## config.mk

```make
export PLATFORM = sky130hd
export DESIGN_NAME = user_io
export DESIGN_NICKNAME = d
export VERILOG_FILES = /design/src/io_proto_pkg.sv /design/src/io_core_pkg.sv /design/src/spi_frame.sv /design/src/user_io_cmd.sv /design/src/user_io_reply.sv /design/src/user_io.sv
export SDC_FILE = /design/constraint.sdc
export NUM_CORES = 1
export LEC_CHECK = 0
export BUFFER_PORTS_ARGS = -buffer_cell sky130_fd_sc_hd__buf_2
export CORE_MARGIN = 8
export CORE_UTILIZATION = 50
export DETAILED_ROUTE_END_ITERATION = 12
export GPL_ROUTABILITY_DRIVEN = 1
export PLACE_DENSITY_LB_ADDON = 0.3
export REMOVE_ABC_BUFFERS = 1
export SLEW_MARGIN = 30
export SYNTH_ARGS = -nofsm -noshare
export SYNTH_HDL_FRONTEND = slang
export SYNTH_SLANG_ARGS = --single-unit
```

## constraint.sdc

```tcl
create_clock -name spi_sck -period 3.85 [get_ports spi_sck]
set_input_delay 0.385 -clock spi_sck [delete_from_list [all_inputs] [get_ports spi_sck]]
set_output_delay 0.385 -clock spi_sck [all_outputs]
set_load 0.03 [all_outputs]
```

## src/io_proto_pkg.sv

```systemverilog
`default_nettype none

package io_proto_pkg;

	// command opcodes sent by the io controller as the first byte
	typedef enum logic [7:0] {
		cmd_but_sw     = 8'h01,
		cmd_ikbd_in    = 8'h02,
		cmd_ikbd_out   = 8'h03,
		cmd_ser_in     = 8'h04,
		cmd_ser_out    = 8'h05,
		cmd_par_out    = 8'h06,
		cmd_midi_out   = 8'h08,
		cmd_eth_mac    = 8'h09,
		cmd_eth_status = 8'h0A,
		cmd_eth_tx_rd  = 8'h0B,
		cmd_eth_rx_wr  = 8'h0C,
		cmd_ser_status = 8'h0D,
		cmd_joy0       = 8'h10,
		cmd_joy1       = 8'h11,
		cmd_joy2       = 8'h12,
		cmd_joy3       = 8'h13
	} io_cmd_e;

	// length of the command phase in bits
	localparam int cmd_bits = 8;

	// bit counter runs 0..7 once, then 8..15 for every payload byte
	localparam logic [3:0] payload_start = 4'd8;
	localparam logic [3:0] last_bit = 4'd15;

	// strobes toward the core drop when this bit of the next byte ends
	localparam logic [3:0] strobe_clr_bit = 4'd9;

	// lets the controller tell a core that lacks serial status support
	localparam logic [7:0] status_marker = 8'hA5;

endpackage

`default_nettype wire

```

## src/io_core_pkg.sv

```systemverilog
`default_nettype none

package io_core_pkg;

	// byte handed to the core, data valid while strobe is high
	typedef struct packed {
		logic       strobe;
		logic [7:0] data;
	} byte_in_t;

	// byte the core offers for polling
	typedef struct packed {
		logic       avail;
		logic [7:0] data;
	} byte_out_t;

	// ethernet byte stream, start marks a new transfer
	typedef struct packed {
		logic       start;
		logic       strobe;
		logic [7:0] data;
	} eth_stream_t;

	// one joystick, bit order as sent by the controller
	typedef struct packed {
		logic fire2;
		logic fire1;
		logic up;
		logic down;
		logic left;
		logic right;
	} joy_t;

	// on-board buttons and dip switches
	typedef struct packed {
		logic       scandoubler_disable;
		logic [1:0] switches;
		logic [1:0] buttons;
	} ctrl_t;

endpackage

`default_nettype wire

```

## src/spi_frame.sv

```systemverilog
`timescale 1ns/1ps
`default_nettype none

module spi_frame (
	input  logic                  spi_sck,
	input  logic                  SPI_SS_IO,
	input  logic                  mosi,
	output logic [3:0]            bit_cnt,
	output logic [3:0]            byte_cnt,
	output io_proto_pkg::io_cmd_e cmd,
	output logic [7:0]            rx_byte,
	output logic                  byte_done
);

	import io_proto_pkg::*;

	// last seven bits received, oldest in the msb
	logic [6:0] sbuf;

	// a byte is complete when the current mosi bit is its eighth
	assign rx_byte = {sbuf, mosi};
	assign byte_done = (bit_cnt[2:0] == 3'd7);

	always_ff @(posedge spi_sck) begin
		sbuf <= {sbuf[5:0], mosi};
	end

	// position within the transaction
	always_ff @(posedge spi_sck or posedge SPI_SS_IO) begin
		if (SPI_SS_IO) begin
			bit_cnt <= 4'd0;
			byte_cnt <= 4'd0;
		end else begin
			if (bit_cnt != last_bit) begin
				bit_cnt <= bit_cnt + 4'd1;
			end else begin
				// back to the start of the next payload byte
				bit_cnt <= payload_start;
				byte_cnt <= byte_cnt + 4'd1;
			end
		end
	end

	// opcode is taken from the first byte only
	always_ff @(posedge spi_sck or posedge SPI_SS_IO) begin
		if (SPI_SS_IO) begin
			cmd <= io_cmd_e'(8'h00);
		end else if (bit_cnt == 4'(cmd_bits - 1)) begin
			cmd <= io_cmd_e'(rx_byte);
		end
	end

endmodule

`default_nettype wire

```

## src/user_io_cmd.sv

```systemverilog
`timescale 1ns/1ps
`default_nettype none

module user_io_cmd #(
	parameter int num_joy = 4
) (
	input  logic                     spi_sck,
	input  logic                     SPI_SS_IO,
	input  logic [3:0]               bit_cnt,
	input  logic [3:0]               byte_cnt,
	input  io_proto_pkg::io_cmd_e    cmd,
	input  logic [7:0]               rx_byte,
	input  logic                     byte_done,
	output io_core_pkg::ctrl_t       ctrl,
	output io_core_pkg::joy_t        joy [num_joy],
	output io_core_pkg::byte_in_t    ikbd_in,
	output io_core_pkg::byte_in_t    ser_in,
	output logic [7:0]               ser_status_in,
	output logic                     ikbd_rd,
	output logic                     ser_rd,
	output logic                     par_rd,
	output logic                     midi_rd,
	output io_core_pkg::eth_stream_t eth_mac,
	output io_core_pkg::eth_stream_t eth_rx,
	output logic                     eth_tx_begin,
	output logic                     eth_tx_strobe
);

	import io_proto_pkg::*;
	import io_core_pkg::*;

	logic cmd_done;
	logic pay_done;

	// strobe flops
	logic ikbd_stb;
	logic ser_stb;
	logic mac_start;
	logic mac_stb;
	logic rx_start;
	logic rx_stb;

	// data flops, these survive the end of a transaction
	logic [7:0] ikbd_q;
	logic [7:0] ser_q;
	logic [7:0] mac_q;
	logic [7:0] rx_q;

	// bit_cnt bit 3 tells the payload from the command byte
	assign cmd_done = byte_done && !bit_cnt[3];
	assign pay_done = byte_done && bit_cnt[3];

	assign ikbd_in = '{strobe: ikbd_stb, data: ikbd_q};
	assign ser_in = '{strobe: ser_stb, data: ser_q};
	assign eth_mac = '{start: mac_start, strobe: mac_stb, data: mac_q};
	assign eth_rx = '{start: rx_start, strobe: rx_stb, data: rx_q};

	// payload capture
	always_ff @(posedge spi_sck) begin
		if (pay_done) begin
			case (cmd)
				cmd_but_sw:    ctrl <= rx_byte[4:0];
				cmd_ikbd_in:   ikbd_q <= rx_byte;
				cmd_ser_in:    ser_q <= rx_byte;
				cmd_eth_mac:   mac_q <= rx_byte;
				cmd_eth_rx_wr: rx_q <= rx_byte;
				cmd_ser_status: begin
					// byte 0 is the marker slot, status follows in byte 1
					if (byte_cnt == 4'd1) begin
						ser_status_in <= rx_byte;
					end
				end
				default: ;
			endcase
			for (int i = 0; i < num_joy; i++) begin
				if (8'(cmd) == 8'(cmd_joy0) + 8'(i)) begin
					joy[i] <= rx_byte[5:0];
				end
			end
		end
	end

	// strobes and begin flags toward the core
	always_ff @(posedge spi_sck or posedge SPI_SS_IO) begin
		if (SPI_SS_IO) begin
			ikbd_stb <= 1'b0;
			ser_stb <= 1'b0;
			ikbd_rd <= 1'b0;
			ser_rd <= 1'b0;
			par_rd <= 1'b0;
			midi_rd <= 1'b0;
			mac_start <= 1'b0;
			mac_stb <= 1'b0;
			rx_start <= 1'b0;
			rx_stb <= 1'b0;
			eth_tx_begin <= 1'b0;
			eth_tx_strobe <= 1'b0;
		end else begin
			if (bit_cnt == strobe_clr_bit) begin
				ikbd_stb <= 1'b0;
				ser_stb <= 1'b0;
				ikbd_rd <= 1'b0;
				ser_rd <= 1'b0;
				par_rd <= 1'b0;
				midi_rd <= 1'b0;
				mac_stb <= 1'b0;
				rx_stb <= 1'b0;
				eth_tx_strobe <= 1'b0;
			end
			// ethernet transfers announce themselves right after the opcode
			if (cmd_done) begin
				if (rx_byte == cmd_eth_mac) begin
					mac_start <= 1'b1;
				end
				if (rx_byte == cmd_eth_tx_rd) begin
					eth_tx_begin <= 1'b1;
					eth_tx_strobe <= 1'b1;
				end
				if (rx_byte == cmd_eth_rx_wr) begin
					rx_start <= 1'b1;
				end
			end
			if (pay_done) begin
				// mac begin only covers the first address byte
				mac_start <= 1'b0;
				case (cmd)
					cmd_ikbd_in:   ikbd_stb <= 1'b1;
					cmd_ser_in:    ser_stb <= 1'b1;
					// read channels advance once the data byte went out
					cmd_ikbd_out:  ikbd_rd <= byte_cnt[0];
					cmd_ser_out:   ser_rd <= byte_cnt[0];
					cmd_par_out:   par_rd <= byte_cnt[0];
					cmd_midi_out:  midi_rd <= byte_cnt[0];
					cmd_eth_mac:   mac_stb <= 1'b1;
					cmd_eth_tx_rd: eth_tx_strobe <= 1'b1;
					cmd_eth_rx_wr: rx_stb <= 1'b1;
					default: ;
				endcase
			end
		end
	end

endmodule

`default_nettype wire

```

## src/user_io_reply.sv

```systemverilog
`timescale 1ns/1ps
`default_nettype none

module user_io_reply #(
	parameter logic [7:0] core_type = 8'h00
) (
	input  logic                   spi_sck,
	input  logic [3:0]             bit_cnt,
	input  logic [3:0]             byte_cnt,
	input  io_proto_pkg::io_cmd_e  cmd,
	input  io_core_pkg::byte_out_t ikbd_out,
	input  io_core_pkg::byte_out_t ser_out,
	input  io_core_pkg::byte_out_t par_out,
	input  io_core_pkg::byte_out_t midi_out,
	input  logic [31:0]            eth_status,
	input  logic [7:0]             eth_tx_byte,
	input  logic [63:0]            ser_status_out,
	output logic                   miso
);

	import io_proto_pkg::*;
	import io_core_pkg::*;

	logic [2:0]  tx_bit;
	logic [4:0]  eth_idx;
	logic [6:0]  ser_idx;
	logic [71:0] ser_status_x;
	logic        next_bit;

	// msb first within every byte
	assign tx_bit = ~bit_cnt[2:0];

	// status word goes out msb byte first
	assign eth_idx = {~byte_cnt[1:0], tx_bit};

	// marker goes out in byte 0 and the status bytes 1..8 follow msb first
	assign ser_status_x = {status_marker, ser_status_out};
	assign ser_idx = {4'd8 - byte_cnt, tx_bit};

	// available flag in even bytes, data in odd bytes
	function automatic logic chan_bit(input byte_out_t ch, input logic odd,
			input logic [2:0] idx);
		logic res;
		res = odd ? ch.data[idx] : ch.avail;
		return res;
	endfunction

	always_comb begin
		next_bit = 1'b0;
		if (!bit_cnt[3]) begin
			next_bit = core_type[tx_bit];
		end else begin
			case (cmd)
				cmd_ikbd_out:   next_bit = chan_bit(ikbd_out, byte_cnt[0], tx_bit);
				cmd_ser_out:    next_bit = chan_bit(ser_out, byte_cnt[0], tx_bit);
				cmd_par_out:    next_bit = chan_bit(par_out, byte_cnt[0], tx_bit);
				cmd_midi_out:   next_bit = chan_bit(midi_out, byte_cnt[0], tx_bit);
				cmd_eth_status: next_bit = eth_status[eth_idx];
				cmd_eth_tx_rd:  next_bit = eth_tx_byte[tx_bit];
				cmd_ser_status: begin
					// nothing left to send past the last status byte
					if (byte_cnt <= 4'd8) begin
						next_bit = ser_status_x[ser_idx];
					end
				end
				default:        next_bit = 1'b0;
			endcase
		end
	end

	// master samples on the rising edge, so change on the falling one
	always_ff @(negedge spi_sck) begin
		miso <= next_bit;
	end

endmodule

`default_nettype wire

```

## src/user_io.sv

```systemverilog
`timescale 1ns/1ps
`default_nettype none

module user_io #(
	parameter logic [7:0] core_type = 8'h00,
	parameter int         num_joy = 4
) (
	input  logic                     spi_sck,
	input  logic                     SPI_SS_IO,
	input  logic                     mosi,
	output logic                     miso,
	// controller to core
	output io_core_pkg::ctrl_t       ctrl,
	output io_core_pkg::joy_t        joy [num_joy],
	output io_core_pkg::byte_in_t    ikbd_in,
	output io_core_pkg::byte_in_t    ser_in,
	output logic [7:0]               ser_status_in,
	output io_core_pkg::eth_stream_t eth_mac,
	output io_core_pkg::eth_stream_t eth_rx,
	// core to controller
	input  io_core_pkg::byte_out_t   ikbd_out,
	input  io_core_pkg::byte_out_t   ser_out,
	input  io_core_pkg::byte_out_t   par_out,
	input  io_core_pkg::byte_out_t   midi_out,
	output logic                     ikbd_rd,
	output logic                     ser_rd,
	output logic                     par_rd,
	output logic                     midi_rd,
	input  logic [31:0]              eth_status,
	input  logic [7:0]               eth_tx_byte,
	output logic                     eth_tx_begin,
	output logic                     eth_tx_strobe,
	input  logic [63:0]              ser_status_out
);

	import io_proto_pkg::*;

	logic [3:0] bit_cnt;
	logic [3:0] byte_cnt;
	io_cmd_e    cmd;
	logic [7:0] rx_byte;
	logic       byte_done;

	spi_frame u_frame (
		.spi_sck  (spi_sck),
		.SPI_SS_IO(SPI_SS_IO),
		.mosi     (mosi),
		.bit_cnt  (bit_cnt),
		.byte_cnt (byte_cnt),
		.cmd      (cmd),
		.rx_byte  (rx_byte),
		.byte_done(byte_done)
	);

	user_io_cmd #(
		.num_joy(num_joy)
	) u_cmd (
		.spi_sck      (spi_sck),
		.SPI_SS_IO    (SPI_SS_IO),
		.bit_cnt      (bit_cnt),
		.byte_cnt     (byte_cnt),
		.cmd          (cmd),
		.rx_byte      (rx_byte),
		.byte_done    (byte_done),
		.ctrl         (ctrl),
		.joy          (joy),
		.ikbd_in      (ikbd_in),
		.ser_in       (ser_in),
		.ser_status_in(ser_status_in),
		.ikbd_rd      (ikbd_rd),
		.ser_rd       (ser_rd),
		.par_rd       (par_rd),
		.midi_rd      (midi_rd),
		.eth_mac      (eth_mac),
		.eth_rx       (eth_rx),
		.eth_tx_begin (eth_tx_begin),
		.eth_tx_strobe(eth_tx_strobe)
	);

	user_io_reply #(
		.core_type(core_type)
	) u_reply (
		.spi_sck       (spi_sck),
		.bit_cnt       (bit_cnt),
		.byte_cnt      (byte_cnt),
		.cmd           (cmd),
		.ikbd_out      (ikbd_out),
		.ser_out       (ser_out),
		.par_out       (par_out),
		.midi_out      (midi_out),
		.eth_status    (eth_status),
		.eth_tx_byte   (eth_tx_byte),
		.ser_status_out(ser_status_out),
		.miso          (miso)
	);

endmodule

`default_nettype wire

```

==> summary.txt, run 1 <==
Status: complete, but fails checks
Failing checks: setup timing
Die ar.: 13700 um^2
Commonest cells in the netlist: 69 x edfxtp_1, 28 x dfrtp_1, 28 x mux4_2
Post-synth EDFFs: 69
FP Rows: 37
DRT Pass-1 Iters: 4
Mapped Area: 5110 um^2
Min Hold Slack: 0.0671 ns
Slew HR: 41.5%
Total GRT Usage: 21.4%
Vias post-DR: 4092
Seq cells post-synth: 105
First-pass GRT wire length: 22200 um
Final core occ: 68.6%
Worst Setup Slack post-DPL: -0.253 ns
Final Hold Vio Count: 0
Setup crit end: u_reply.miso$_SDFF_NN0_
YS warnings: 0
Cell depth of the worst flop-to-flop path: 8
Share of cells above drive strength 1: 58.3%
Synth top area share: 40.5%
CP Data Required Time: 2.20 ns
Leading area contributor after synthesis: edfxtp_1
Diode count: 0
Nets: 772
Power Density: 288 nW/um^2
CTS buffer count: 9
Flop-to-flop setup slack: -0.21 ns
Worst vdd ir: 170 uV
Vias in the first global route: 4335
Final cell count without fillers: 764
Die Y-Extent: 117 um
Hpwl dp: 12000 um
DP Cell Count: 743
Worst skew pair latency: 0.40 ns
Final Wtd Congestion: 0.886
Crit Reg-Reg Startpoint: u_frame.bit_cnt[1]$_DFF_PP0_
Post-DRT Antenna Nets: 0
Pleak: 2.99 nW
Worst-Margin Slew: 0.874 ns
Root Buffer: clkbuf_8
Critical Setup Path Class: reg -> reg
Critical Path Fanout Max: 5
Post-synth cell types: 59
Largest net degree at the start of global routing: 29
Worst EP arrival: 2.41 ns
TritonCTS clock tree: done
Initial core utilization: 50.4%
Die width: 117 um
DRC Markers: 0
HP Class: in -> async
Area grow syn2layout: 36.0%
Core area: 10100 um^2
Clock skew: 0.0467 ns
Filler cell count: 757
Ys flop type: edfxtp_1
I/O Pins: 225
Launch point of the worst path: u_frame.bit_cnt[1]$_DFF_PP0_
Total power: 2.00 mW
Slew Viols, Final: 0
Maxcap violations: 0
CTS sink count: 105
Post-synth ARST share: 26.7%
Hold_buf cts: 0
Synth Area per Inst: 14.3 um^2
Port Buffers: 224
Sequential cell area: 2940 um^2
R2r endpoint: u_reply.miso$_SDFF_NN0_
1st-iter DRT viols: 233
Unrepaired setup endpoints after global routing: yes
Setup ws final: -0.211 ns
Initial antenna violation count: 0
Top cells by area, synth: edfxtp_1 41%, dfrtp_1 14%, mux4_2 12%, mux2_2 3.5%, dfxtp_1 3.1%
H-tree lvl count: 3
Startpoint Class: register
Top-count cell post-synth: edfxtp_1
Vias per cell: 5.36
Setup violators final: 1
Crit. End Element: register
Reg clk slew, reported paths: 0.10 ns
Routed len/inst: 19.5 um
Grt total ovfl: 0
DRT Wirelength: 14900 um
Sequential area share after synthesis: 57.4%
Clk buf depth: 2
Multi-input gate area in the final layout: 2010 um^2
Post-Syn Instances: 358
logic make-up after synthesis:
group | after synthesis | share of synthesized area, %
AOI/OAI and AO/OA | 47 | 6.78
DFF | 105 | 57.4
xor gates and xnor gates | 7 | 1.20
adders and majority gates | 6 | 1.47
muxes | 50 | 17.0
and+or+nand+nor | 104 | 11.2
buffers and inverters | 39 | 4.99
worst max-delay path, stage by stage (launching register included):
cell       delay (ns)
dfrtp_2          0.46
buf_6            0.13
buf_6            0.09
mux4_2           0.49
mux2i_2          0.20
a2111oi_2        0.10
a21oi_1          0.13
a311oi_1         0.10
or3_1            0.35
timing repair:
item,4_1_cts,5_1_grt
buffers inserted,2,3
resized for setup,1,20
endpoints found under the setup margin,1,1
pin swaps,0,7
worst min path at each step:
| stage | start | end | depth (start not counted) |
|---|---|---|---|
| after CTS | SPI_SS_IO | u_cmd.rx_stb$_DFF_PP0_ | 3 |
| after floorplan | u_frame.sbuf[5]$_DFF_P_ | u_frame.sbuf[6]$_DFF_P_ | 0 |
| final | SPI_SS_IO | u_cmd.rx_stb$_DFF_PP0_ | 3 |
| after detailed placement | u_frame.sbuf[5]$_DFF_P_ | u_frame.sbuf[6]$_DFF_P_ | 0 |
| after global placement | u_cmd.ser_stb$_DFF_PP0_ | u_cmd.ser_stb$_DFF_PP0_ | 1 |
| after global routing | SPI_SS_IO | u_cmd.rx_stb$_DFF_PP0_ | 3 |
per-stage QoR:
stage | setup TNS [ns] | area (um^2)
final | -0.211 | 6950
after global routing | -0.287 | 6950
after CTS | -0.242 | 6830
after detailed placement | -0.253 | 6630
after global placement | -0.260 | 6630
after floorplan | -0.912 | 4900
final cells by class:
class                   instances  share of cell area (%)
well taps                     136                    2.45
clock buffers                  10                    1.84
inverters                       9                   0.486
multi-input cells             214                    28.8
repair buffers                283                    23.4
flip-flops and latches        105                    42.2
clock inverters                 7                   0.774
layer usage:
layer,vias up,part of all wire (%),track usage (%)
met1,1946,39,25.6
met5,-,0,0
li1,1912,-,-
met3,18,8.8,5.49
met4,0,1.4,5.80
met2,216,50,37.5
layout by cell type, fill, tap and decap left out, types with 5 or more instances in the layout:
cell and instances:
o22ai_1 5, mux2_2 16, buf_6 5, dfxtp_1 8, buf_2 224, nor3_1 5, ha_1 6, edfxtp_1 69
xnor2_1 5, dfrtp_1 26, nand2b_1 7, mux4_2 28, o211ai_1 6, nor2_1 18, nand3_1 9, inv_1 10
nand4_1 7, nand2_1 23, buf_4 50, o21ai_0 6, clkbuf_8 9, nor2b_1 6
sequential cells by signal, summed over array words and instances (netlist names), 4 cells and up:
register	cells
u_frame.byte_cnt	4
u_cmd.ctrl	5
u_cmd.ser_status_in	8
u_frame.sbuf	7
u_cmd.joy	24
u_frame.bit_cnt	4
u_cmd.mac_q	8
u_cmd.rx_q	8
u_frame.cmd	8
u_cmd.ser_q	8
u_cmd.ikbd_q	8
where the power goes:
group	leakage, nW	switching, mW	internal (mW)	total (mW)
logic	1.87	0.0589	0.0997	0.159
clock network	0.0824	0.371	0.243	0.615
registers	1.04	0.0184	1.21	1.23
total	2.99	0.449	1.55	2.00
Note: power is estimated with default switching activity, not from simulation.
==> run 2, diff against run 1 <==
CORE_ASPECT_RATIO = 0.9   (was unset)
SLEW_MARGIN = 25   (was 30)
==> summary.txt, run 2 (synthesis results as in run 1) <==
Final Hold Vio Count: 0
Final Wtd Congestion: 0.857
CP top delay family: multiplexers
Critical Path Fanout Max: 8
Clock skew: 0.0585 ns
Grt total ovfl: 0
Min Hold Slack: 0.116 ns
Pleak: 3.06 nW
1st-iter DRT viols: 225
Worst-Margin Slew: 0.819 ns
Total GRT Usage: 21.3%
Critical Setup Path Class: reg -> reg
Max FFs per register: 24
Slowest stage cell, crit path: dfrtp_4
R2r endpoint: u_reply.miso$_SDFF_NN0_
CP Data Required Time: 2.19 ns
Core area: 10100 um^2
Register with the most flip-flops: u_cmd.joy
DRT Wirelength: 14700 um
Unrepaired setup endpoints after global routing: yes
Crit. End Element: register
First-pass GRT wire length: 23000 um
Vias post-DR: 4102
Setup ws final: -0.151 ns
HP Class: in -> async
I/O Pins: 225
Status: complete, but fails checks
FP Rows: 35
Cell depth of the worst flop-to-flop path: 7
Largest net degree at the start of global routing: 29
Worst EP arrival: 2.35 ns
Vias in the first global route: 4503
Die ar.: 13700 um^2
TritonCTS clock tree: done
Setup violators final: 1
CTS buffer count: 9
DRC Markers: 0
CTS sink count: 105
Routed len/inst: 19.4 um
Share of cells above drive strength 1: 57.2%
Failing checks: setup timing
Crit path buffers/inverters: 1
Crit Reg-Reg Startpoint: u_frame.bit_cnt[1]$_DFF_PP0_
Reg clk slew, reported paths: 0.07 ns
Commonest non-fill, non-tap cell in the layout: buf_2
Critical Path, Cell by Cell: buf_6 -> mux4_2 -> mux2i_1 -> a2111oi_1 -> a21oi_1 -> a311oi_1 -> or3_1
Initial core utilization: 50.6%
Commonest non-fill, non-tap cells in the layout: 224 x buf_2, 69 x edfxtp_1, 55 x buf_4
Worst vdd ir: 248 uV
Area grow syn2layout: 37.2%
Worst skew pair latency: 0.39 ns
Worst stage delay on the critical path: 0.49 ns
Hpwl dp: 11700 um
Die Y-Extent: 112 um
TNS Setup: -0.151 ns
Hold_buf cts: 0
Power Density: 322 nW/um^2
Slew HR: 45.2%
Worst Setup Slack post-DPL: -0.361 ns
DRT Pass-1 Iters: 4
Die width: 123 um
Total power: 2.26 mW
Post-DRT Antenna Nets: 0
Diode count: 0
Vias per cell: 5.41
Maxcap violations: 0
Initial antenna violation count: 0
Root Buffer: clkbuf_16
Port Buffers: 224
Clk buf depth: 2
Slew Viols, Final: 0
Startpoint Class: register
Flop-to-flop setup slack: -0.15 ns
H-tree lvl count: 3
Nets: 773
WP depth: 7
## run 2: cell types whose count changed in the layout (fill, tap and decap cells not counted), moves of 2 or more
cell        previous run  this run
buf_4                 50        55
buf_6                  5         1
clkbuf_16              0         9
clkbuf_8               9         0
clkinvlp_4             4         1
inv_6                  1         3
## run 2: area by class of cell
type | instances | area, um^2
fillers | 715 | 3100
flip-flops and latches | 105 | 2940
multi-input cells | 214 | 1960
repair buffers | 284 | 1640
clock buffers | 10 | 229
well taps | 129 | 161
clock inverters | 7 | 62.6
inverters | 9 | 33.8
## run 2: layer usage
metal	GRT usage, %	share of wire (%)	vias to the layer above
met5	0	0	-
li1	-	-	1928
met4	5.28	1.2	0
met1	26.0	40	1988
met3	6.17	8.2	15
met2	36.1	51	171
## run 2: how the worst max path moves through the flow
stage                                 startpoint                       to
floorplan           u_frame.bit_cnt[1]$_DFF_PP0_  u_reply.miso$_SDFF_NN0_
detailed placement  u_frame.bit_cnt[1]$_DFF_PP0_  u_reply.miso$_SDFF_NN0_
global placement    u_frame.bit_cnt[1]$_DFF_PP0_  u_reply.miso$_SDFF_NN0_
CTS                 u_frame.bit_cnt[1]$_DFF_PP0_  u_reply.miso$_SDFF_NN0_
global route          u_frame.cmd[4]$_DFFE_PP0N_  u_reply.miso$_SDFF_NN0_
finish              u_frame.bit_cnt[1]$_DFF_PP0_  u_reply.miso$_SDFF_NN0_
## run 2: power breakdown
group	total (mW)	switching (mW)	internal [mW]	leakage (nW)
clock network	0.873	0.419	0.454	0.142
registers	1.23	0.0196	1.21	1.04
logic	0.154	0.0554	0.0988	1.88
## run 2: worst register-to-register path, stage by stage, from the launching register on
cell and delay (ns):
dfrtp_4 0.49, buf_6 0.15, mux4_2 0.48, mux2i_1 0.17
a2111oi_1 0.10, a21oi_1 0.13, a311oi_1 0.12, or3_1 0.38
## run 2: metrics by stage
step	area (um^2)	std cells	util, %
detailed placement	6570	731	65.0
CTS	7000	756	69.2
global route	7020	758	69.4
floorplan	4900	329	-
global placement	6570	731	65.0
finish	7020	758	69.4
## run 2: what timing repair did
| item | in CTS | in global routing |
|---|---|---|
| pin swaps | 3 | 0 |
| resized for setup | 10 | 0 |
| endpoints found under the setup margin | 1 | 1 |
| setup buffers | 8 | 2 |
| cloned | 1 | 0 |
